$ cat src/design/dbus_macros.svh
`ifndef DBUS_MACROS_SVH
`define DBUS_MACROS_SVH

// region matches, compared against the top bits of the master address
`define DBUS_RAM_BASE   8'h00       // address bits 31..24
`define DBUS_FLASH_BASE 8'h1e       // address bits 31..24
`define DBUS_UART_BASE  28'h1fd003f // address bits 31..4
`define DBUS_GPIO_BASE  24'h1fd004  // address bits 31..8

// words held by each memory bank
`define DBUS_MEM_WORDS  256

// clock cycles per UART bit
`define DBUS_UART_DIV   8

`endif

$ cat src/design/dbus_pkg.sv
package dbus_pkg;

    // master byte address
    typedef logic [31:0] addr_t;

    // one bus data word
    typedef logic [31:0] data_t;

    // one enable per byte lane, bit 0 is the low byte
    typedef logic [3:0] be_t;

    // target chosen by the address decoder
    typedef enum logic [2:0] {
        REGION_NONE,  // unmapped, reads zero and drops writes
        REGION_RAM,
        REGION_FLASH,
        REGION_UART,
        REGION_GPIO
    } region_e;

endpackage

$ cat src/design/gpio_port.sv
module gpio_port
    import dbus_pkg::*;
(
    input  logic       clk_i,
    input  logic       reset_i,
    input  logic [7:0] addr_i,
    input  data_t      wr_data_i,
    input  logic       rd_i,
    input  logic       wr_i,
    input  data_t      gpio_in_i,
    output data_t      rd_data_o,
    output data_t      gpio_out_o
);

    data_t out_q;
    data_t in_meta_q; // first stage, may go metastable
    data_t in_sync_q;

    always_ff @(posedge clk_i) begin
        if (reset_i) begin
            out_q <= '0;
        end else if (wr_i && (addr_i == 8'h00)) begin
            out_q <= wr_data_i;
        end
    end

    // pins are asynchronous to the bus clock
    always_ff @(posedge clk_i) begin
        in_meta_q <= gpio_in_i;
        in_sync_q <= in_meta_q;
    end

    assign gpio_out_o = out_q;

    always_comb begin
        rd_data_o = '0;
        if (rd_i) begin
            case (addr_i)
                8'h00:   rd_data_o = out_q;
                8'h04:   rd_data_o = in_sync_q;
                default: rd_data_o = '0;
            endcase
        end
    end

endmodule

$ cat config.mk
export PLATFORM = sky130hd
export DESIGN_NAME = gpio_port
export DESIGN_NICKNAME = d
export VERILOG_FILES = /design/src/design/dbus_macros.svh /design/src/design/dbus_pkg.sv /design/src/design/gpio_port.sv
export SDC_FILE = /design/constraint.sdc
export NUM_CORES = 1
export LEC_CHECK = 0
export BUFFER_PORTS_ARGS = -buffer_cell sky130_fd_sc_hd__buf_2
export CELL_PAD_IN_SITES_DETAIL_PLACEMENT = 2
export CELL_PAD_IN_SITES_GLOBAL_PLACEMENT = 2
export CORE_MARGIN = 1.5
export CORE_UTILIZATION = 25
export DETAILED_ROUTE_END_ITERATION = 7
export GPL_TIMING_DRIVEN = 0
export PLACE_DENSITY_LB_ADDON = 0.1
export SYNTH_ARGS = -nofsm -noshare
export SYNTH_HDL_FRONTEND = slang
export SYNTH_SLANG_ARGS = --single-unit
export TNS_END_PERCENT = 10
$ cat constraint.sdc
create_clock -name clk_i -period 1.1 [get_ports clk_i]
set_input_delay 0.11 -clock clk_i [delete_from_list [all_inputs] [get_ports clk_i]]
set_output_delay 0.11 -clock clk_i [all_outputs]
set_load 0.02 [all_outputs]
==> summary.md <==
| Metric | Value |
|---|---|
| Row count | 41 |
| Crit path from | addr_i[0] |
| Share of the synthesized area in the top cell type | 0.592 |
| Measured slew at the worst slew-check pin | 0.482 ns |
| WL met3 | 585 um |
| Worst-Skew Late Latency | 0.34 ns |
| Post-Syn Nets | 354 |
| DRT iter0 DRCs | 22 |
| Power Density | 1350 mW/mm2 |
| Gpl congestion | 0.662 |
| P&R area growth vs syn | 66.5% |
| Initial Util | 0.257 |
| CP cell instances | buf_6 > nor4_4 > nand3_2 > buf_12 > clkbuf_16 > nor2_4 > buf_6 |
| Max-slew violations | 0 |
| Die width | 117 um |
| Post-synth top area cell | dfxtp_1 |
| Non-Filler Instances | 640 |
| Post-synth EDFFs | 0 |
| Seq cells post-synth | 96 |
| Slowest CP cell | nor4_4 |
| Status | finished, violations left |
| Post-Place Cells | 587 |
| Drt first pass iters | 4 |
| Hold Vio Cnt, Final | 0 |
| Number of global-route vias before repair | 2867 |
| Synth unique cells | 12 |
| Max stage delay on crit path | 0.28 ns |
| Worst r2r dst | gpio_out_o[25] |
| Total grt overflow | 0 |
| Crit path capture type | output pin |
| Crit Path Max Fanout | 8 |
| Period Utilization, post-route | 1.18 |
| Final wirelength | 9700 um |
| Register area share after synthesis | 0.592 |
| Syn Inst Count | 278 |
| Fill count | 1331 |
| Share of cells above drive strength 1 | 0.432 |
| Leakage power | 2.31 nW |
| Final setup violation count | 32 |
| Reg-to-Reg Start | gpio_out_o[25] |
| TNS Setup | -5.99 ns |
| Reg2Reg Setup Slack | 0.45 ns |
| Startpoint types | input pin |
| Mean Syn Cell Area | 11.7 um2 |
| Most common cell in the netlist | dfxtp_1 |
| Sequential Area | 0.00192 mm2 |
| Fmax | 768 MHz |
| Pin count of the biggest net entering global routing | 15 |
| Max Cap Violations | 0 |
| WP buf/inv | 4 |
| Initial antenna violation count | 0 |
| Clk root buf | clkbuf_16 |
| Worst EP required | 0.99 ns |
| Reg2Reg Depth | 2 |
| ANT nets after route | 0 |
| Routed via count | 2627 |
| Unrepaired setup endpoints after global routing | true |
| Setup WS post-layout | -0.203 ns |
| HP Class | in2reg |
| Count of input and output buffers | 137 |
| Clock Skews | 0.00195 ns |
| CP Data Arrival Time | 1.19 ns |
| Worst Setup EP | rd_data_o[14] |
| Final Net Count | 539 |
| Die Span Y | 117 um |
| Crit path max-delay family | buffers and inverters |
| Cell count along the critical path | 7 |
| Ant diodes | 0 |
| WL met1 | 3850 um |
| Cell mode on critical path | buf_6 |
| Synth Cell Area | 0.00324 mm2 |
| Warnings from Yosys | 0 |
| Max IR drop VDD | 0.000874 V |
| Worst rel slew slack | 0.679 |
| IO Pins | 140 |
| Post-detail-place hpwl | 6650 um |
| Routed WL per cell | 15.2 um |
| Die area | 0.0137 mm2 |
| FFs w/ async S/R, synth | 0 |
| Vias per inst | 4.10 |
| Failing checks | negative setup slack |
| Place WS | -0.529 ns |
| Critical path class | in2out |
| Core area | 0.0126 mm2 |
| CTS max path bufs | 2 |
| Num Clock Sinks | 96 |
| TritonCTS clock tree | done |
| Met2 WL | 5140 um |
| CTS clk-pin slew, worst paths | 0.06 ns |
| Top sig layer | met4 |
| First-pass GRT wire length | 14700 um |
| Ys flop type | dfxtp_1 |
| Top cells by area, synth | dfxtp_1 (59%), mux2i_1 (20%), nand2b_1 (12%) |
| Synth top cells by count | dfxtp_1 (96), mux2i_1 (64), nand2b_1 (64) |
| CTS H-tree depth | 3 |
| Area used by multi-input combinational logic | 0.00145 mm2 |
| DRC | 0 |
| Total Routing Usage GR | 0.147 |
| Minimum clock period | 1.30 ns |
| TritonCTS buffer count | 9 |
-- per-layer routing --
metal	vias to the layer above	global-route usage
met1	1272	0.160
li1	1271	-
met5	-	0
met3	9	0.0561
met2	75	0.267
met4	0	0.0410
-- repair_timing --
action | CTS | global route
gates resized for setup | 85 | 1
pin swaps | 32 | 0
endpoints found under the hold margin | 32 | 0
setup buffers | 2 | 0
endpoints found under the setup margin | 32 | 37
hold buffers | 32 | 0
cloned | 3 | 0
-- worst register-to-register path: stages (launching register included) --
cell      delay (ns)
dfxtp_1         0.37
nand2b_1        0.07
mux2i_1         0.14
-- cell type report --
cell class,instances,area share
plain buffers,18,0.0371
multi-input cells,164,0.268
well taps,172,0.0398
clock buffers,13,0.0482
clock inverters,3,0.00741
flip-flops and latches,96,0.356
repair buffers,174,0.244
-- power breakdown --
part | total, mW | internal (mW) | switching (mW)
Combinational | 0.491 | 0.287 | 0.204
Clock | 3.18 | 1.88 | 1.30
Sequential | 3.63 | 3.60 | 0.0302
Total | 7.30 | 5.77 | 1.53
-- kinds of logic after synthesis --
logic type | synth area share
mux | 0.197
simple gates | 0.170
buf+inv | 0.0397
flops | 0.592
-- flip-flops by register name, indices dropped and copies added, names as in the netlist --
name	cells
gpio_out_o	32
in_meta_q	32
in_sync_q	32
-- layout by cell type, fill, tap and decap left out --
master,instances
clkbuf_16,15
clkbuf_1,9
nand3_2,1
dfxtp_1,95
nor3_2,1
nor4_4,1
dlygate4sd3_1,32
nor2_1,1
and4b_1,1
nor2_4,31
clkinv_2,2
nand2b_1,64
buf_2,104
mux2i_1,64
bufinv_16,1
buf_12,4
buf_4,5
clkbuf_8,2
dfxtp_2,1
buf_6,34
-- per-stage QoR --
step | power, mW | hold WS [ns] | utilization | cell area, um2
after floorplan | 3.91 | 0.138 | - | 3480
after global placement | 4.09 | 0.212 | 0.347 | 4380
after detailed placement | 4.11 | 0.214 | 0.347 | 4380
after CTS | 7.43 | 0.0112 | 0.428 | 5400
after global routing | 7.64 | 0.0207 | 0.428 | 5400
final | 7.30 | 0.0217 | 0.428 | 5400
-- worst min path at each step --
| stage | from | endpoint | depth (start not counted) |
|---|---|---|---|
| after floorplan | gpio_in_i[0] | in_meta_q[0] | 0 |
| after global placement | gpio_in_i[3] | in_meta_q[3] | 1 |
| after detailed placement | gpio_in_i[27] | in_meta_q[27] | 1 |
| after CTS | wr_data_i[28] | gpio_out_o[28] | 3 |
| after global routing | wr_data_i[16] | gpio_out_o[16] | 3 |
| final | wr_data_i[28] | gpio_out_o[28] | 3 |
No activity file was read; power rests on OpenSTA's default activity.
