<file path="config.mk">
export PLATFORM = sky130hd
export DESIGN_NAME = uart_tx
export DESIGN_NICKNAME = d
export VERILOG_FILES = /design/src/design/dbus_pkg.sv /design/src/design/uart_tx.sv
export VERILOG_INCLUDE_DIRS = /design/src /design/src/design
export SDC_FILE = /design/constraint.sdc
export NUM_CORES = 1
export LEC_CHECK = 0
export BUFFER_PORTS_ARGS = -buffer_cell sky130_fd_sc_hd__buf_2
export CORE_ASPECT_RATIO = 1.25
export CORE_MARGIN = 2
export CORE_UTILIZATION = 43
export DETAILED_ROUTE_END_ITERATION = 10
export GPL_ROUTABILITY_DRIVEN = 0
export PLACE_DENSITY = 0.79
export RECOVER_POWER = 100
export SLEW_MARGIN = 25
export SYNTH_ARGS = -nofsm -noshare
export SYNTH_HDL_FRONTEND = slang
export SYNTH_SLANG_ARGS = --single-unit
</file>
<file path="constraint.sdc">
create_clock -name clk_i -period 2.35 [get_ports clk_i]
set_input_delay 0.47 -clock clk_i [delete_from_list [all_inputs] [get_ports clk_i]]
set_output_delay 0.47 -clock clk_i [all_outputs]
set_load 0.05 [all_outputs]
</file>
<file path="src/design/dbus_macros.svh">
`ifndef DBUS_MACROS_SVH
`define DBUS_MACROS_SVH

// region matches, compared against the top bits of the master address
`define DBUS_RAM_BASE   8'h00       // address bits 31..24
`define DBUS_FLASH_BASE 8'h1e       // address bits 31..24
`define DBUS_UART_BASE  28'h1fd003f // address bits 31..4
`define DBUS_GPIO_BASE  24'h1fd004  // address bits 31..8

// words held by each memory bank
`define DBUS_MEM_WORDS  256

// clock cycles per UART bit
`define DBUS_UART_DIV   8

`endif

</file>
<file path="src/design/dbus_pkg.sv">
package dbus_pkg;

    // master byte address
    typedef logic [31:0] addr_t;

    // one bus data word
    typedef logic [31:0] data_t;

    // one enable per byte lane, bit 0 is the low byte
    typedef logic [3:0] be_t;

    // target chosen by the address decoder
    typedef enum logic [2:0] {
        REGION_NONE,  // unmapped, reads zero and drops writes
        REGION_RAM,
        REGION_FLASH,
        REGION_UART,
        REGION_GPIO
    } region_e;

endpackage

</file>
<file path="src/design/uart_tx.sv">
`include "dbus_macros.svh"

module uart_tx
    import dbus_pkg::*;
(
    input  logic       clk_i,
    input  logic       reset_i,
    input  logic [3:0] addr_i,
    input  data_t      wr_data_i,
    input  logic       rd_i,
    input  logic       wr_i,
    output data_t      rd_data_o,
    output logic       tx_o
);

    localparam int unsigned DIV   = `DBUS_UART_DIV;
    localparam int unsigned CNT_W = $clog2(DIV);

    logic [7:0]       data_q;  // last accepted byte
    logic [8:0]       shift_q; // bits still to send, stop bit on top
    logic [CNT_W-1:0] div_cnt;
    logic [3:0]       bit_idx; // 0 is the start bit, 9 the stop bit
    logic             busy_q;
    logic             tx_q;
    logic             accept;
    logic             bit_end;

    assign accept  = wr_i && (addr_i == 4'h0) && !busy_q; // writes while busy are lost
    assign bit_end = (div_cnt == CNT_W'(DIV - 1));

    always_ff @(posedge clk_i) begin
        if (reset_i) begin
            busy_q  <= 1'b0;
            tx_q    <= 1'b1; // line idles high
            div_cnt <= '0;
            bit_idx <= '0;
        end else if (accept) begin
            busy_q  <= 1'b1;
            tx_q    <= 1'b0;
            div_cnt <= '0;
            bit_idx <= '0;
        end else if (busy_q) begin
            if (bit_end) begin
                div_cnt <= '0;
                if (bit_idx == 4'd9) begin
                    busy_q <= 1'b0;
                end else begin
                    bit_idx <= bit_idx + 4'd1;
                    tx_q    <= shift_q[0];
                end
            end else begin
                div_cnt <= div_cnt + CNT_W'(1);
            end
        end
    end

    always_ff @(posedge clk_i) begin
        if (accept) begin
            data_q  <= wr_data_i[7:0];
            shift_q <= {1'b1, wr_data_i[7:0]};
        end else if (busy_q && bit_end) begin
            shift_q <= {1'b1, shift_q[8:1]};
        end
    end

    assign tx_o = tx_q;

    always_comb begin
        rd_data_o = '0;
        if (rd_i) begin
            case (addr_i)
                4'h0:    rd_data_o = {24'h0, data_q};
                4'h4:    rd_data_o = {31'h0, busy_q};
                default: rd_data_o = '0;
            endcase
        end
    end

endmodule

</file>
==> parameters.txt, run 1 <==
Parameter                              Value

Logic synthesis
  Flip-flop cell with the highest count after synthesis ... sky130_fd_sc_hd__edfxtp_1
  Largest area contributor in the netlist ... sky130_fd_sc_hd__edfxtp_1
  Post-synthesis sequential area ratio ... 0.5111
  Synth top area cells ... sky130_fd_sc_hd__edfxtp_1 37%, sky130_fd_sc_hd__dfxtp_1 14%, sky130_fd_sc_hd__buf_4 14%
  Register bit total from synthesis ... 25
  Number of different library cells in the post-synthesis netlist ... 35
  Cell with the most instances after synthesis ... sky130_fd_sc_hd__buf_4
  Netlist area before placement ... 1292 um^2
  Gate Count Post-Synth ... between 100 and 150
  Most frequent cells after synthesis ... 24 x sky130_fd_sc_hd__buf_4, 16 x sky130_fd_sc_hd__edfxtp_1, 9 x sky130_fd_sc_hd__dfxtp_1, 7 x sky130_fd_sc_hd__and2_1, 5 x sky130_fd_sc_hd__nor2_1
  Yosys synthesis warning count ... 0
  Post-synth top area share ... 0.3717
  Count of flip-flops with a built-in enable after synthesis ... 16
  Average cell area after synthesis ... about 12 um^2
  FFs w/ async S/R, synth ... 0

Worst setup path
  Worst EP arrival ... between 1.5 and 2 ns
  Max Fanout on Critical Path ... 7
  Capturing element of the worst setup path ... rd_data_o[7]
  Critical setup path kind ... primary input to output port
  Critical Path Start ... addr_i[3]
  Data required, critical path ... 1.88 ns
  Depth of the most critical reg-to-reg path ... 3
  Reg2Reg Capture Point ... shift_q[1]
  Setup slack of the worst register-to-register path ... between 0.5 and 0.6 ns
  Type of origin of the critical path ... primary input
  Critical R2R Launch ... busy_q
  Worst Setup End Kind ... output port

Global route
  First-pass GRT wire length ... between 3000 and 4000 um
  Pin count of the biggest net entering global routing ... 14
  Initial antenna violation count ... 0
  Remaining Overflow, GRT ... 0
  GRT Overall Usage ... 0.1225
  Via count of the first global-routing pass ... just under 700

Final layout
  Layout cells sized above 1 ... 0.2180
  Antenna Cells ... 0
  Area delta synth->final ... 4.356%
  Net count reported at finish ... 178

Pwr
  Power Dens Cells ... roughly 570 nW/um^2
  Internal Dissipation ... ~550 uW
  Leakage power figure ... about 0.00056 uW
  Sequential power share ... 0.609
  Clock power share ... 0.236
  Peak VDD IR ... approximately 550 uV
  Total net switching power ... ~220 uW
  Combinational power share ... 0.155
  Net switching share of the total power ... 0.2877

Clocking
  Register clock-pin slew on the reported worst setup and hold paths ... about 0.12 ns
  Maximum clock path buffer count ... 2
  Clock tree from TritonCTS ... built
  Skew-Pair Late Insertion Delay ... 0.30 ns
  Number of gates given a new drive strength after cts ... 0
  TritonCTS Buffers ... 3
  Hold_buf cts ... 0
  Number of buffers inserted to repair setup after CTS ... 0
  Buffer type at the clock tree root ... sky130_fd_sc_hd__clkbuf_4
  Clock Sink Count ... 25
  Number of H-tree levels ... 1

Timing
  Maximum achievable frequency ... ~490 MHz
  Relative slew margins ... 0.6074
  Final worst path period need ... 2.035 ns
  Count of endpoints failing hold in the final timing report ... 0
  Post-route clock period utilization ... 0.8659
  Worst clock skew ... 0.003638 ns
  Setup total negative slack ... 0 ns
  Worst hold slack ... around 0.34 ns
  Slew of the pin with the lowest slew margin ... roughly 0.59 ns
  Smallest setup slack after layout ... 0.3150 ns
  Final Setup Violations ... 0
  Slew Viols, Final ... 0
  RSZ-0062 raised after global routing ... no

Floorplanning
  Core footprint ... ~2900 um^2
  Standard-cell row count ... 22
  Die area ... approximately 3500 um^2
  Initial cell density of the core ... 0.4472
  Die outline width ... about 53 um
  Overall die height ... 65.30 um
  Total I/O pin count ... 73

Min path
  Type of the worst min-delay path ... primary input to flip-flop
  Startpoint of the tightest hold check path ... wr_data_i[7]

Run status
  Result of the run ... finished, final reports clean

Place
  Setup slack at placement ... between 0.3 and 0.4 ns
  Count of buffers inserted at the top-level ports ... 24
  Post-detailed-placement half-perimeter wirelength ... about 1500 um

Run
  Total of max-cap violations ... 0

Detailed routing
  Total vias in the final route ... 765
  Antenna-violating nets left ... 0
  TritonRoute pass-1 iters ... 2
  Number of DRC markers after the initial detailed-route iteration ... 21
  Detail-routed net length per standard cell ... between 10 and 15 um
  Drt total wl ... roughly 1900 um
  Via count normalized by instance count ... about 4.5
  DRC violation count after routing ... 0
==> state kept, by name (all words and copies together) (netlist names) <==
register	flops
bit_idx	4
busy_q	1
data_q	8
div_cnt	3
shift_q	8
tx_o	1
==> layout by cell type, fill, tap and decap left out <==
cell,netlist,routed
sky130_fd_sc_hd__conb_1,1,24
sky130_fd_sc_hd__edfxtp_1,16,16
sky130_fd_sc_hd__buf_2,0,12
sky130_fd_sc_hd__dfxtp_1,9,9
sky130_fd_sc_hd__clkbuf_1,0,8
sky130_fd_sc_hd__and2_1,7,7
sky130_fd_sc_hd__clkbuf_2,0,7
sky130_fd_sc_hd__nor2_1,5,5
sky130_fd_sc_hd__mux2_1,2,4
sky130_fd_sc_hd__nor3_1,4,4
sky130_fd_sc_hd__ha_1,4,4
sky130_fd_sc_hd__mux2_2,3,3
sky130_fd_sc_hd__clkbuf_4,0,3
sky130_fd_sc_hd__mux2i_1,2,2
sky130_fd_sc_hd__inv_1,2,2
sky130_fd_sc_hd__a21oi_1,2,2
sky130_fd_sc_hd__a22oi_1,2,2
sky130_fd_sc_hd__nor3_2,1,1
sky130_fd_sc_hd__nand2_1,1,1
sky130_fd_sc_hd__and4b_1,1,1
sky130_fd_sc_hd__and2_0,0,1
sky130_fd_sc_hd__or2_0,0,1
sky130_fd_sc_hd__nand2b_1,1,1
sky130_fd_sc_hd__nand3_1,1,1
sky130_fd_sc_hd__and3b_4,1,1
sky130_fd_sc_hd__nor2b_1,0,1
sky130_fd_sc_hd__nor2_2,1,1
sky130_fd_sc_hd__a2111oi_0,0,1
sky130_fd_sc_hd__xnor2_1,1,1
sky130_fd_sc_hd__a31oi_1,1,1
sky130_fd_sc_hd__nor3b_1,1,1
sky130_fd_sc_hd__nand4_1,1,1
sky130_fd_sc_hd__xor2_1,1,1
sky130_fd_sc_hd__a211oi_1,1,1
sky130_fd_sc_hd__o21bai_1,1,1
sky130_fd_sc_hd__buf_4,24,1
==> stage by stage <==
stage | area (um^2) | instances | power, uW | util
3_5_place_dp | 1360 | 165 | 603.7 | 0.4706
2_1_floorplan | 1379 | 129 | 616.0 | -
5_1_grt | 1349 | 169 | 796.6 | 0.4667
4_1_cts | 1386 | 169 | 782.4 | 0.4797
6_report | 1349 | 169 | 774.3 | 0.4667
3_3_place_gp | 1360 | 165 | 601.9 | 0.4706
==> critical path: stages <==
cell                       delay [ns]
sky130_fd_sc_hd__buf_2           0.10
sky130_fd_sc_hd__nor3_2          0.23
sky130_fd_sc_hd__nand2_1         0.10
sky130_fd_sc_hd__nor2_1          0.09
sky130_fd_sc_hd__buf_4           0.14
sky130_fd_sc_hd__and2_1          0.14
sky130_fd_sc_hd__clkbuf_2        0.28
==> routing by layer <==
metal / wire length (um) / vias to the layer above / GRT usage
met1: 813 / 346 / 0.1719
met2: 911 / 40 / 0.1891
li1: - / 377 / -
met3: 158 / 2 / 0.02045
met4: 5 / 0 / 0.04487
met5: 0 / - / 0
==> power groups by stage <==
stage,combinational [uW],sequential [uW],clock [uW]
after floorplan,134,482,0
after global placement,121,481,0
after detailed placement,122,482,0
after CTS,122,472,188
after global routing,128,472,196
final,120,472,182
==> worst min path at each step <==
stage	end	slack (ns)	cells after the start
after floorplan	div_cnt[1]	0.47	2
after global placement	div_cnt[1]	0.48	2
after detailed placement	tx_o	0.52	2
after CTS	data_q[7]	0.33	1
after global routing	data_q[7]	0.33	1
final	data_q[7]	0.34	1
==> cells by family after synthesis <==
logic type      after synthesis  synth area share
other cells                   1          0.002901
buf+inv                      29            0.1655
xor+xnor                      2           0.01356
fa+ha+maj                     4           0.03872
mux                           9           0.08228
compound gates                8           0.04744
flops                        25            0.5111
simple gates                 28            0.1384
==> cell type report <==
class	instances	area, um^2
clock buffer	4	26.28
fill	271	1541
inverter	2	7.507
multi-input combinational	75	480.5
sequential	25	660.6
tap	36	45.04
timing repair buffer	27	128.9
(Power assumes the default switching activity.)
==> inputs of run 2 (changes only) <==
--- a/config.mk
+++ b/config.mk
@@ -9,10 +9,11 @@
 export BUFFER_PORTS_ARGS = -buffer_cell sky130_fd_sc_hd__buf_2
 export CORE_ASPECT_RATIO = 1.25
 export CORE_MARGIN = 2
-export CORE_UTILIZATION = 43
+export CORE_UTILIZATION = 39
+export CTS_CLUSTER_DIAMETER = 150
 export DETAILED_ROUTE_END_ITERATION = 10
 export GPL_ROUTABILITY_DRIVEN = 0
-export PLACE_DENSITY = 0.79
+export PLACE_DENSITY = 0.76
 export RECOVER_POWER = 100
 export SLEW_MARGIN = 25
 export SYNTH_ARGS = -nofsm -noshare
==> constraint.sdc (replaced) <==
create_clock -name clk_i -period 1.8 [get_ports clk_i]
set_input_delay 0.36 -clock clk_i [delete_from_list [all_inputs] [get_ports clk_i]]
set_output_delay 0.36 -clock clk_i [all_outputs]
set_load 0.05 [all_outputs]
==> parameters.txt, run 2 (synthesis gave the netlist of run 1 again) <==
Parameter                              Value

Timing
  Worst clock skew ... 0.004930 ns (+0.001292 ns)
  Smallest setup slack after layout ... 0.07840 ns (-0.2366 ns)
  Final Setup Violations ... 0 (unchanged)
  Final worst path period need ... 1.722 ns
  Post-route clock period utilization ... 0.9564
  Maximum achievable frequency ... around 580 MHz
  Worst hold slack ... 0.2735 ns (-0.06813 ns)
  Count of endpoints failing hold in the final timing report ... 0 (unchanged)
  Slew of the pin with the lowest slew margin ... 0.5914 ns (-0.00007135 ns)
  Slew Viols, Final ... 0 (unchanged)
  RSZ-0062 raised after global routing ... no
  Relative slew margins ... 0.6075 (about the same)

Run status
  Result of the run ... finished, final reports clean

Floorplanning
  Die outline width ... 55.49 um (+4.6%)
  Total I/O pin count ... 73 (unchanged)
  Overall die height ... 68.37 um (+4.7%)
  Standard-cell row count ... 23 (+4.5%)
  Die area ... 3794 um^2 (+9.5%)
  Core footprint ... 3194 um^2 (+11%)
  Initial cell density of the core ... 0.4046 (-0.04256)

Worst setup path
  Type of origin of the critical path ... primary input
  Data required, critical path ... 1.44 ns (-0.44 ns)
  Worst Setup End Kind ... output port
  Critical setup path kind ... primary input to output port
  Worst EP arrival ... 1.36 ns (-0.20 ns)
  Max Fanout on Critical Path ... 7 (unchanged)

Global route
  Pin count of the biggest net entering global routing ... 16 (+2)
  Initial antenna violation count ... 0 (unchanged)
  GRT Overall Usage ... 0.1064 (-0.01608)
  Remaining Overflow, GRT ... 0 (unchanged)
  Via count of the first global-routing pass ... 739 (+6.6%)
  First-pass GRT wire length ... 3139 um (-0.44%)

Place
  Setup slack at placement ... -0.01719 ns (-0.3363 ns)
  Count of buffers inserted at the top-level ports ... 24 (unchanged)
  Post-detailed-placement half-perimeter wirelength ... 1565 um (+3.5%)
  Total placed cells including tap cells ... 168 (+1.8%)

Clocking
  Register clock-pin slew on the reported worst setup and hold paths ... 0.08 ns (-0.04 ns)
  TritonCTS Buffers ... 3 (unchanged)
  Skew-Pair Late Insertion Delay ... 0.27 ns (-0.03 ns)
  Maximum clock path buffer count ... 2 (unchanged)
  Clock tree from TritonCTS ... built
  Number of buffers inserted to repair setup after CTS ... 0 (unchanged)
  Clock Sink Count ... 25 (unchanged)
  Buffer type at the clock tree root ... sky130_fd_sc_hd__clkbuf_8
  Number of H-tree levels ... 1 (unchanged)

Final layout
  Layout cells sized above 1 ... 0.2667 (+0.04862)
  Final core area utilization ... 0.4469 (-0.01974)
  Final Instance Count excl. Fillers ... 172 (+1.8%)
  Largest registers ranked by flip-flop count ... data_q (8), shift_q (8), bit_idx (4)
  Area delta synth->final ... 10.46%
  Most frequent standard cell in the layout excluding fill and tap cells ... sky130_fd_sc_hd__conb_1
  Area used by multi-input combinational logic ... 498.0 um^2 (+3.6%)
  Area taken by flip-flops and latches ... 660.6 um^2 (unchanged)
  Number of filler instances in the final layout ... 308 (+14%)
  Antenna Cells ... 0 (unchanged)
  Commonest cells after routing, fill and taps aside ... 24 x sky130_fd_sc_hd__conb_1, 16 x sky130_fd_sc_hd__edfxtp_1, 11 x sky130_fd_sc_hd__buf_2, 10 x sky130_fd_sc_hd__buf_4, 9 x sky130_fd_sc_hd__dfxtp_1
  Net count reported at finish ... 180 (+1.1%)

Pwr
  Peak VDD IR ... 544.2 uV (-0.58%)
  Power Dens Cells ... 775.0 nW/um^2 (+35%)
  Leakage power figure ... 0.0006015 uW (+6.6%)

Run
  Total of max-cap violations ... 0 (unchanged)

Min path
  Type of the worst min-delay path ... primary input to flip-flop

Detailed routing
  Antenna-violating nets left ... 0 (unchanged)
  Detail-routed net length per standard cell ... 11.18 um (about the same)
  TritonRoute pass-1 iters ... 4 (+2)
  DRC violation count after routing ... 0 (unchanged)
  Via count normalized by instance count ... 4.512 (-0.33%)
  Drt total wl ... 1923 um (+1.8%)
  Total vias in the final route ... 776 (+1.4%)
  Number of DRC markers after the initial detailed-route iteration ... 1 (-95%)
run 2: timing repair:
action / 4_1_cts / 5_1_grt
gates resized for setup: 6 / 4
hold buffers: 0 / 0
setup endpoints to repair: 6 / 6
run 2: worst paths after layout:
check,startpoint,endpoint,depth (start not counted),slack [ns]
worst max-delay path,addr_i[3],rd_data_o[1],7,0.08
worst min-delay path,wr_data_i[7],data_q[7],1,0.27
worst max register to register,div_cnt[0],bit_idx[1],6,0.19
worst min register to register,div_cnt[1],div_cnt[1],2,0.51
run 2: critical path: stages:
cell                       delay [ns]
sky130_fd_sc_hd__clkbuf_2        0.10
sky130_fd_sc_hd__nor3_4          0.21
sky130_fd_sc_hd__nand2_1         0.10
sky130_fd_sc_hd__nor2_1          0.10
sky130_fd_sc_hd__buf_4           0.15
sky130_fd_sc_hd__and2_1          0.12
sky130_fd_sc_hd__clkbuf_4        0.22
run 2: per-stage QoR:
step | cell area (um^2) | total power, uW | TNS (ns)
floorplan | 1379 | 804.3 | 0
global placement | 1376 | 787.7 | 0
detailed placement | 1376 | 789.8 | -0.02480
CTS | 1440 | 1118 | 0
global route | 1428 | 1144 | 0
finish | 1428 | 1106 | 0
run 2: layout make-up:
| cell class | instances | area share |
|---|---|---|
| well taps | 37 | 0.03243 |
| flip-flops and latches | 25 | 0.4628 |
| multi-input cells | 75 | 0.3488 |
| clock buffers | 3 | 0.02892 |
| repair buffers | 29 | 0.1166 |
| clock inverters | 1 | 0.005259 |
| inverters | 2 | 0.005259 |
run 2: layer usage:
layer	part of all wire	vias up	global-route usage	routed length, um
met1	0.40	355	0.1195	769
li1	-	377	-	-
met4	0.0073	0	0.04573	14
met5	0	-	0	0
met2	0.51	42	0.1979	987
met3	0.080	2	0.02079	153
run 2: where the power goes:
group          total (uW)  switching (uW)  internal [uW]
registers             615            2.56            613
logic                 161             138           22.9
clock network         330             173            157
total                1110             314            793
