[config.mk]
export PLATFORM = sky130hd
export DESIGN_NAME = dbus
export DESIGN_NICKNAME = d
export VERILOG_FILES = /design/src/design/dbus_pkg.sv /design/src/design/dbus.sv
export VERILOG_INCLUDE_DIRS = /design/src /design/src/design
export SDC_FILE = /design/constraint.sdc
export NUM_CORES = 1
export LEC_CHECK = 0
export BUFFER_PORTS_ARGS = -buffer_cell sky130_fd_sc_hd__buf_2
export CAP_MARGIN = 20
export CELL_PAD_IN_SITES_DETAIL_PLACEMENT = 0
export CELL_PAD_IN_SITES_GLOBAL_PLACEMENT = 1
export CORE_AREA = 2 2 130 132
export DETAILED_ROUTE_END_ITERATION = 12
export DIE_AREA = 0 0 132 134
export PLACE_DENSITY = 0.63
export REMOVE_ABC_BUFFERS = 1
export SLEW_MARGIN = 20
export SYNTH_ARGS = -nofsm -noshare
export SYNTH_HDL_FRONTEND = slang
export SYNTH_SLANG_ARGS = --single-unit
[constraint.sdc]
create_clock -name vclk -period 2.85
set_input_delay 0.57 -clock vclk [all_inputs]
set_output_delay 0.57 -clock vclk [all_outputs]
set_load 0.02 [all_outputs]
[src/design/dbus_macros.svh]
`ifndef DBUS_MACROS_SVH
`define DBUS_MACROS_SVH

// region matches, compared against the top bits of the master address
`define DBUS_RAM_BASE   8'h00       // address bits 31..24
`define DBUS_FLASH_BASE 8'h1e       // address bits 31..24
`define DBUS_UART_BASE  28'h1fd003f // address bits 31..4
`define DBUS_GPIO_BASE  24'h1fd004  // address bits 31..8

// words held by each memory bank
`define DBUS_MEM_WORDS  256

// clock cycles per UART bit
`define DBUS_UART_DIV   8

`endif

[src/design/dbus_pkg.sv]
package dbus_pkg;

    // master byte address
    typedef logic [31:0] addr_t;

    // one bus data word
    typedef logic [31:0] data_t;

    // one enable per byte lane, bit 0 is the low byte
    typedef logic [3:0] be_t;

    // target chosen by the address decoder
    typedef enum logic [2:0] {
        REGION_NONE,  // unmapped, reads zero and drops writes
        REGION_RAM,
        REGION_FLASH,
        REGION_UART,
        REGION_GPIO
    } region_e;

endpackage

[src/design/dbus.sv]
`include "dbus_macros.svh"

module dbus
    import dbus_pkg::*;
(
    input  addr_t       master_address_i,
    input  be_t         master_byteenable_i,
    input  logic        master_read_i,
    input  logic        master_write_i,
    input  data_t       master_wrdata_i,
    output data_t       master_rddata_o,
    output logic        master_stall_o,

    input  data_t       ram_rd_data_i,
    input  data_t       flash_rd_data_i,
    input  data_t       uart_rd_data_i,
    input  data_t       gpio_rd_data_i,
    input  logic        ram_stall_i,

    output logic [23:0] ram_addr_o,
    output logic [23:0] flash_addr_o,
    output logic [3:0]  uart_addr_o,
    output logic [7:0]  gpio_addr_o,
    output data_t       wr_data_o,
    output be_t         byteenable_o,

    output logic        ram_rd_o,
    output logic        ram_wr_o,
    output logic        flash_rd_o,
    output logic        flash_wr_o,
    output logic        uart_rd_o,
    output logic        uart_wr_o,
    output logic        gpio_rd_o,
    output logic        gpio_wr_o
);

    region_e region;

    // first match wins, so RAM shadows everything below it
    always_comb begin
        if (master_address_i[31:24] == `DBUS_RAM_BASE) begin
            region = REGION_RAM;
        end else if (master_address_i[31:24] == `DBUS_FLASH_BASE) begin
            region = REGION_FLASH;
        end else if (master_address_i[31:4] == `DBUS_UART_BASE) begin
            region = REGION_UART;
        end else if (master_address_i[31:8] == `DBUS_GPIO_BASE) begin
            region = REGION_GPIO;
        end else begin
            region = REGION_NONE;
        end
    end

    // the slaves only see the offset inside their own window
    assign ram_addr_o   = master_address_i[23:0];
    assign flash_addr_o = master_address_i[23:0];
    assign uart_addr_o  = master_address_i[3:0];
    assign gpio_addr_o  = master_address_i[7:0];

    assign wr_data_o    = master_wrdata_i;
    assign byteenable_o = master_byteenable_i;

    assign ram_rd_o   = master_read_i  && (region == REGION_RAM);
    assign ram_wr_o   = master_write_i && (region == REGION_RAM);
    assign flash_rd_o = master_read_i  && (region == REGION_FLASH);
    assign flash_wr_o = master_write_i && (region == REGION_FLASH);
    assign uart_rd_o  = master_read_i  && (region == REGION_UART);
    assign uart_wr_o  = master_write_i && (region == REGION_UART);
    assign gpio_rd_o  = master_read_i  && (region == REGION_GPIO);
    assign gpio_wr_o  = master_write_i && (region == REGION_GPIO);

    always_comb begin
        master_rddata_o = '0;
        master_stall_o  = 1'b0;
        case (region)
            REGION_RAM: begin
                master_rddata_o = ram_rd_data_i;
                master_stall_o  = ram_stall_i; // only RAM ever holds the master
            end
            REGION_FLASH: master_rddata_o = flash_rd_data_i;
            REGION_UART:  master_rddata_o = uart_rd_data_i;
            REGION_GPIO:  master_rddata_o = gpio_rd_data_i;
            default:      master_rddata_o = '0;
        endcase
    end

endmodule

==> results of run 1 <==
[cell usage after synthesis (all sizes together) (2+ instances only)]
| library cell | n |
|---|---|
| buf | 106 |
| nand4 | 34 |
| a31oi | 33 |
| a22oi | 32 |
| o211ai | 32 |
| clkbuf | 20 |
| and2 | 7 |
| or4 | 6 |
| nor2 | 5 |
| and4 | 2 |
[logic make-up (layout without fill, tap and decap cells)]
kind of cell / count (synthesis) / after routing / synth area share (%)
buffers and inverters: 126 / 294 / 41.4
AO/OA/AOI/OAI: 100 / 100 / 40.0
AND/OR/NAND/NOR: 60 / 60 / 18.6
[worst max-delay path, cell delays in order]
cell     delay [ns]
buf_6          0.10
or4_4          0.54
buf_6          0.14
nor4_4         0.13
buf_6          0.17
buf_12         0.13
buf_4          0.12
nand4_1        0.14
a31oi_2        0.27
buf_4          0.18
[report_power, final]
part	total (mW)	switching, mW	internal, mW
registers	0	0	0
logic	0.288	0.142	0.147
clock network	0	0	0
[worst max-delay path by stage]
| stage | depth (start not counted) | to | slack [ns] | from |
|---|---|---|---|---|
| 6_report | 10 | master_rddata_o[16] | -0.20 | master_address_i[21] |
| 5_1_grt | 7 | master_rddata_o[8] | -0.25 | master_address_i[13] |
| 4_1_cts | 10 | master_rddata_o[25] | -0.20 | master_address_i[11] |
| 3_5_place_dp | 7 | master_rddata_o[19] | -0.34 | master_address_i[13] |
| 3_3_place_gp | 7 | master_rddata_o[25] | -0.33 | master_address_i[11] |
| 2_1_floorplan | 4 | master_rddata_o[0] | -1.53 | master_address_i[13] |
[area by class of cell]
type / instances / area [um^2] / area share (%)
Tap cell: 220 / 275 / 7.73
Multi-Input combinational cell: 160 / 1390 / 38.9
Timing Repair Buffer: 294 / 1900 / 53.4
[stage by stage]
stage | cells | worst slack (ns) | hold slack (ns) | total power [mW] | utilization (%)
after floorplan | 160 | -1.53 | 1.14 | 0.0391 | -
after global placement | 669 | -0.326 | 1.14 | 0.280 | 20.0
final | 674 | -0.201 | 1.14 | 0.288 | 21.9
after CTS | 673 | -0.201 | 1.14 | 0.286 | 20.9
after detailed placement | 669 | -0.337 | 1.14 | 0.281 | 20.0
after global routing | 674 | -0.249 | 1.14 | 0.308 | 21.9
[repair_timing]
action,4_1_cts,5_1_grt
hold buffers,0,0
gates cloned,3,0
resized for setup,18,41
setup endpoints to repair,36,36
pin swaps,5,7
setup buffers,1,1
[layout by cell type (no fill, tap or decap), drive strengths merged]
| master | Yosys | final |
|---|---|---|
| a22oi | 32 | 32 |
| and4 | 2 | 2 |
| and2 | 7 | 7 |
| or3 | 1 | 1 |
| nor3b | 1 | 1 |
| o211ai | 32 | 32 |
| or2 | 1 | 1 |
| a21o | 1 | 1 |
| nand4b | 1 | 1 |
| nor2 | 5 | 5 |
| o21bai | 1 | 1 |
| buf | 106 | 294 |
| nand3 | 1 | 1 |
| or4 | 6 | 6 |
| nor4 | 1 | 1 |
| a31oi | 33 | 33 |
| a21oi | 1 | 1 |
| nand4 | 34 | 34 |
[layer usage]
metal	vias to the layer above	track usage (%)	routed length (um)
met3	34	13.0	2970
met1	1345	15.0	4840
met4	0	9.60	1300
met5	-	0.833	0
li1	1368	-	-
met2	252	33.8	8620
==> out/results.txt, run 1 <==
hold path endpoint: byteenable_o[1]
design area: 3560 um^2
routed wire length: 17700 um
ant diodes: 0
synthesized instance count: 286
# rows: 47
Wirelength per Cell: 26.3 um
number of DRC markers in iteration 0: 166
FMAX: 0.328 GHz
Synth cell types: 23
Tightest Pin Transition: 0.321 ns
leading area contributor after synthesis: buf_4
Static Leakage: 1.62 nW
final setup fails: 36
Setup crit start kind: primary input
Crit path required time: 2.28 ns
Pre-antenna DRT Iters: 4
number of max-cap violations: 0
Layout area overhead: 67.0%
Starting Density: 13.1%
Slew HR: 78.6%
Worst Path Max Fanout: 6
Seq/Total Area, Yosys: 0%
fin crit share: 107%
DIE HEIGHT: 134 um
worst hold path type: primary input to output pin
number of sequential cells: 0
initial antenna violation count: 0
maximum vdd drop: 0.0000439 V
largest net degree at the start of global routing: 33
RSZ-0062 raised after global routing: yes
Avg Cell Area, Syn: 7.45 um^2
Setup CP Type: primary input to output pin
largest cells by area after synthesis: buf_4 (34%), o211ai_2 (17%), a22oi_1 (11%)
DRC viols: 0
share of the synthesized area in the top cell type: 33.8%
layout cells sized above 1: 76.7%
post-route setup TNS: -5.55 ns
layout net count: 655
first-pass GRT wire length: 23300 um
Port Buffers: 244
crit path DAT: 2.48 ns
Via density: 4.45
DP HPWL: 15300 um
io pins: 336
final hold violation count: 0
Post-Place Cell Area: 3260 um^2
Final Max Slew Viols: 0
Critical Path Sink Type: output pin
Core Area: 16300 um^2
RePlAce Congestion: 0.859
crit path time final: 3.05 ns
synthesized area: 2130 um^2
grt total ovfl: 0
fillers: 1854
failing checks: negative setup slack
yosys warns: 0
Setup WS post-layout: -0.201 ns
sequential cell area: 0 um^2
Post-DRT Antenna Nets: 0
vias in the first global route: 2930
clock buffers: 0
Die ar.: 17700 um^2
Die Span X: 132 um
WHS Path Cells: 0
status: finished, violations left
vias: 2999
PD cells: 81.0 nW/um^2
GR Util All Layers: 18.7%
hold_sp: master_byteenable_i[1]
Power figures use the tool's default switching activity.
==> inputs of run 2 (changes only) <==
- clock period: 2.85 -> 3.7 ns (I/O delays scaled with it)
==> run 2 against run 1 <==
Against the previous run: the flow now finishes without violations; combinational power decreased by 31%; cell count decreased by 4.6%; hold slack improved by 0.34 ns; count of clock-buffer cells in the layout unchanged; via count decreased by 4.3%; sequential share of layout area unchanged; utilization decreased by 3.5 points; global-route usage decreased by 0.85 points; routed wire length decreased by 4.1%; critical endpoint is now master_rddata_o[17]; largest power group unchanged.
==> out/results.txt, run 2 (synthesized netlist as in run 1, its figures left out) <==
first-pass GRT wire length: 22500 um (-3.3%)
Slew HR: 73.5% (-5.1 points)
DIE HEIGHT: 134 um (unchanged)
Die ar.: 17700 um^2 (unchanged)
Port Buffers: 244 (unchanged)
Critical Path Sink Type: output pin
clock buffers: 0 (unchanged)
worst hold path type: primary input to output pin
fillers: 1887 (+1.8%)
design area: 2990 um^2 (-16%)
final hold violation count: 0 (unchanged)
vias: 2871 (-4.3%)
Layout area overhead: 40.1%
most frequent CP cell: buf_2
largest net degree at the start of global routing: 33 (unchanged)
sequential cell area: 0 um^2 (unchanged)
final setup fails: 0 (-100%)
DP HPWL: 14800 um (-2.9%)
post-cts resize count: 0 (-18)
layout cells sized above 1: 71.6% (-5.0 points)
Finished Core Util: 18.3% (-3.5 points)
maximum vdd drop: 0.0000340 V (-23%)
io pins: 336 (unchanged)
DRC viols: 0 (unchanged)
number of DRC markers in iteration 0: 155 (-6.6%)
initial antenna violation count: 1 (+1)
postcts setup bufs: 0 (-1)
leading cell types in the layout, fill and taps excluded: buf_2 (244), nand4_1 (34), a22oi_1 (32), a31oi_1 (32), o211ai_2 (29)
ant diodes: 0 (unchanged)
Worst Setup EP: master_rddata_o[17]
RePlAce Congestion: 0.823 (-4.2%)
Static Leakage: 1.38 nW (-15%)
number of sequential cells: 0 (unchanged)
Wirelength per Cell: 26.4 um (+0.50%)
Core Area: 16300 um^2 (unchanged)
Setup crit start kind: primary input
Via density: 4.47 (+0.35%)
WP depth: 7 (-3)
# rows: 47 (unchanged)
routed wire length: 17000 um (-4.1%)
crit path cell chain: buf_2 > or4_1 > or4_2 > buf_12 > o211ai_1 > a31oi_1 > buf_2
Worst Path Max Fanout: 27 (+21)
cts hold-fix bufs: 0 (unchanged)
Setup CP Type: primary input to output pin
worst setup path startpoint: master_address_i[13]
crit path time final: 3.55 ns
WP buf/inv: 3 (-3)
Pre-antenna DRT Iters: 4 (unchanged)
Crit path required time: 2.96 ns (+0.68 ns)
crit path DAT: 2.81 ns (+0.33 ns)
crit-path max cell delay: 0.74 ns (+0.20 ns)
Post-DRT Antenna Nets: 0 (unchanged)
number of max-cap violations: 0 (unchanged)
Die Span X: 132 um (unchanged)
FMAX: 0.282 GHz
Tightest Pin Transition: 0.397 ns (+0.0767 ns)
status: finished, final reports clean
grt total ovfl: 0 (unchanged)
Critical-path top delay cell: or4_2
most common cell after layout, fill and taps aside: buf_2
vias in the first global route: 2889 (-1.4%)
GR Util All Layers: 17.8% (-0.85 points)
layout net count: 624 (-4.7%)
Final Max Slew Viols: 0 (unchanged)
Starting Density: 13.1% (unchanged)
Top delay family on crit path: simple AND/OR/NAND/NOR gates
RSZ-0062 raised after global routing: no
multi-input logic area: 1300 um^2 (-6.3%)
fin crit share: 96.0%
Post-Place Cell Area: 2990 um^2 (-8.3%)
PD cells: 66.7 nW/um^2 (-18%)
## run 2: cell types whose count changed in the layout (fill, tap and decap cells not counted), sizes merged
cell and change:
buf -31
## run 2: where the power goes
group          internal, mW  switching [mW]
logic                0.0964           0.103
registers                 0               0
clock network             0               0
total                0.0964           0.103
## run 2: area by class of cell
class,count,area share [%]
well taps,220,9.22
multi-input cells,160,43.4
repair buffers,263,47.3
## run 2: metrics by stage
stage / hold WS (ns) / instances / setup TNS (ns) / total power [mW] / worst slack [ns]
floorplan: 1.48 / 160 / -32.67 / 0.0301 / -1.02
global placement: 1.48 / 643 / 0 / 0.199 / 0.181
detailed placement: 1.48 / 643 / 0 / 0.199 / 0.162
CTS: 1.48 / 643 / 0 / 0.200 / 0.158
global route: 1.48 / 643 / 0 / 0.215 / 0.0815
finish: 1.48 / 643 / 0 / 0.199 / 0.149
## run 2: worst min-delay path by stage
stage,to,slack [ns],from,depth (start not counted)
2_1_floorplan,byteenable_o[0],1.48,master_byteenable_i[0],0
5_1_grt,wr_data_o[10],1.48,master_wrdata_i[10],0
3_3_place_gp,byteenable_o[1],1.48,master_byteenable_i[1],0
3_5_place_dp,byteenable_o[1],1.48,master_byteenable_i[1],0
6_report,byteenable_o[1],1.48,master_byteenable_i[1],0
4_1_cts,byteenable_o[1],1.48,master_byteenable_i[1],0
## run 2: layer usage
metal | vias to the layer above | track usage [%] | share of wire [%]
met3 | 18 | 12.4 | 17
met2 | 246 | 32.4 | 49
li1 | 1300 | - | -
met1 | 1305 | 14.8 | 28
met5 | - | 5.00 | 0.68
met4 | 2 | 6.82 | 4.7
==> inputs of run 3 (changes only) <==
- PLACE_DENSITY: 0.63 -> not set
- PLACE_DENSITY_LB_ADDON: not set -> 0.2
- RECOVER_POWER: not set -> 25
==> run 3 against run 2 <==
Against the previous run: cell count down 0.31%; combinational power down 4%; flip-flop and latch count unchanged; hold slack about the same; worst setup slack better by 0.0013 ns; utilization down 0.18 points; sequential share of layout area unchanged.
==> out/results.txt, run 3 (synthesized netlist as in run 1, its figures left out) <==
FMAX: 0.282 GHz (about the same)
Setup CP Type: primary input to output pin
RSZ-0062 raised after global routing: no
design area: 2960 um^2 (-1.0%)
Die Span X: 132 um (unchanged)
Starting Density: 13.1% (unchanged)
first-pass GRT wire length: 21300 um (-5.1%)
post-cts resize count: 0 (unchanged)
DP HPWL: 13200 um (-11%)
Slew HR: 32.5% (-41 points)
# rows: 47 (unchanged)
crit path time final: 3.55 ns (-0.00131 ns)
Combinational Power Share: 100.0% (about the same)
crit path DAT: 2.81 ns (about the same)
Port Buffers: 244 (unchanged)
largest net degree at the start of global routing: 34 (+3.0%)
Die ar.: 17700 um^2 (unchanged)
most common cell after layout, fill and taps aside: buf_2
sequential cell area: 0 um^2 (unchanged)
clock buffers: 0 (unchanged)
vias: 2797 (-2.6%)
layout cells sized above 1: 71.3% (-0.34 points)
Int Power: 0.0960 mW (-0.40%)
layout net count: 619 (-0.80%)
Critical Path Sink Type: output pin
number of sequential cells: 0 (unchanged)
switching share of total power: 49.8% (-1.8 points)
fin crit share: 95.9% (about the same)
maximum vdd drop: 0.0000390 V (+15%)
power share of the clock group: 0% (unchanged)
Tightest Pin Transition: 1.01 ns (+0.615 ns)
post-route setup TNS: 0 ns (unchanged)
Layout area overhead: 38.7%
cts hold-fix bufs: 0 (unchanged)
Flop pwr share: 0% (unchanged)
RePlAce Congestion: 0.907 (+10%)
most frequent CP cell: buf_2
vias in the first global route: 2809 (-2.8%)
number of DRC markers in iteration 0: 93 (-40%)
final hold violation count: 0 (unchanged)
status: finished, final reports clean
crit-path max cell delay: 0.72 ns (-0.02 ns)
DIE HEIGHT: 134 um (unchanged)
Via density: 4.36 (-2.3%)
PD cells: 64.7 nW/um^2 (-3.0%)
grt total ovfl: 0 (unchanged)
WHS: 1.48 ns (-0.000110 ns)
Critical-path top delay cell: or4_2
leading cell types in the layout, fill and taps excluded: buf_2 (244), nand4_1 (34), a22oi_1 (32), a31oi_1 (32), o211ai_2 (29)
Wirelength per Cell: 24.4 um (-7.8%)
switching pwr: 0.0952 mW (-7.4%)
hold_sp: master_address_i[2]
DRC viols: 0 (unchanged)
Setup crit start kind: primary input
Pre-antenna DRT Iters: 4 (unchanged)
Final Max Slew Viols: 0 (unchanged)
crit path cell chain: buf_2 > or4_1 > or4_2 > buf_12 > o211ai_1 > a31oi_1 > buf_2
final setup fails: 0 (unchanged)
fillers: 1930 (+2.3%)
number of max-cap violations: 0 (unchanged)
Post-DRT Antenna Nets: 0 (unchanged)
worst hold path type: primary input to output pin
routed wire length: 15600 um (-8.1%)
worst setup path startpoint: master_address_i[13]
Crit path required time: 2.96 ns (about the same)
Setup WS post-layout: 0.150 ns (+0.00131 ns)
pre-CTS setup slack: 0.155 ns (-0.00684 ns)
initial antenna violation count: 5 (+4)
GR Util All Layers: 16.5% (-1.4 points)
io pins: 336 (unchanged)
Core Area: 16300 um^2 (unchanged)
Worst Path Max Fanout: 33 (+22%)
Static Leakage: 1.36 nW (-1.5%)
Post-Place Cell Area: 2950 um^2 (-1.3%)
postcts setup bufs: 0 (unchanged)
run 3: changes by cell type in the layout (fill, tap and decap cells not counted), sizes merged:
cell and delta:
diode +3, buf -5
run 3: layout make-up:
cell class | count | area (um^2) | area share [%]
repair buffers | 258 | 1380 | 46.6
multi-input cells | 160 | 1300 | 43.9
well taps | 220 | 275 | 9.31
diodes | 3 | 7.51 | 0.254
run 3: critical path: cells and delay by family:
kind	cells	cell delay [ns]
AOI/OAI and AO/OA	2	0.29
and+or+nand+nor	2	1.25
buffers and inverters	3	0.51
run 3: per-layer routing:
metal / track usage [%] / share of wire, % / up-vias / wire length (um)
met5: 0.278 / 0.17 / - / 27
met4: 3.20 / 2.4 / 4 / 368
met3: 13.3 / 19 / 12 / 2970
met2: 29.8 / 49 / 228 / 7670
met1: 14.2 / 29 / 1258 / 4590
li1: - / - / 1295 / -
run 3: path summary, 6_finish.rpt:
check                        endpoint  cells after the start
setup / recovery  master_rddata_o[19]                      7
hold / removal        flash_addr_o[2]                      0
run 3: stage by stage:
step / power, mW / util [%] / std cells
final: 0.191 / 18.2 / 641
after CTS: 0.192 / 18.1 / 638
after detailed placement: 0.191 / 18.1 / 638
after global routing: 0.206 / 18.1 / 639
after floorplan: 0.0301 / - / 160
after global placement: 0.190 / 18.1 / 638
run 3: power by group through the flow:
stage / Combinational (mW) / Sequential (mW) / Clock, mW
2_1_floorplan: 0.0301 / 0 / 0
3_3_place_gp: 0.190 / 0 / 0
3_5_place_dp: 0.191 / 0 / 0
4_1_cts: 0.192 / 0 / 0
5_1_grt: 0.206 / 0 / 0.0000000361
6_report: 0.191 / 0 / 0.000000108
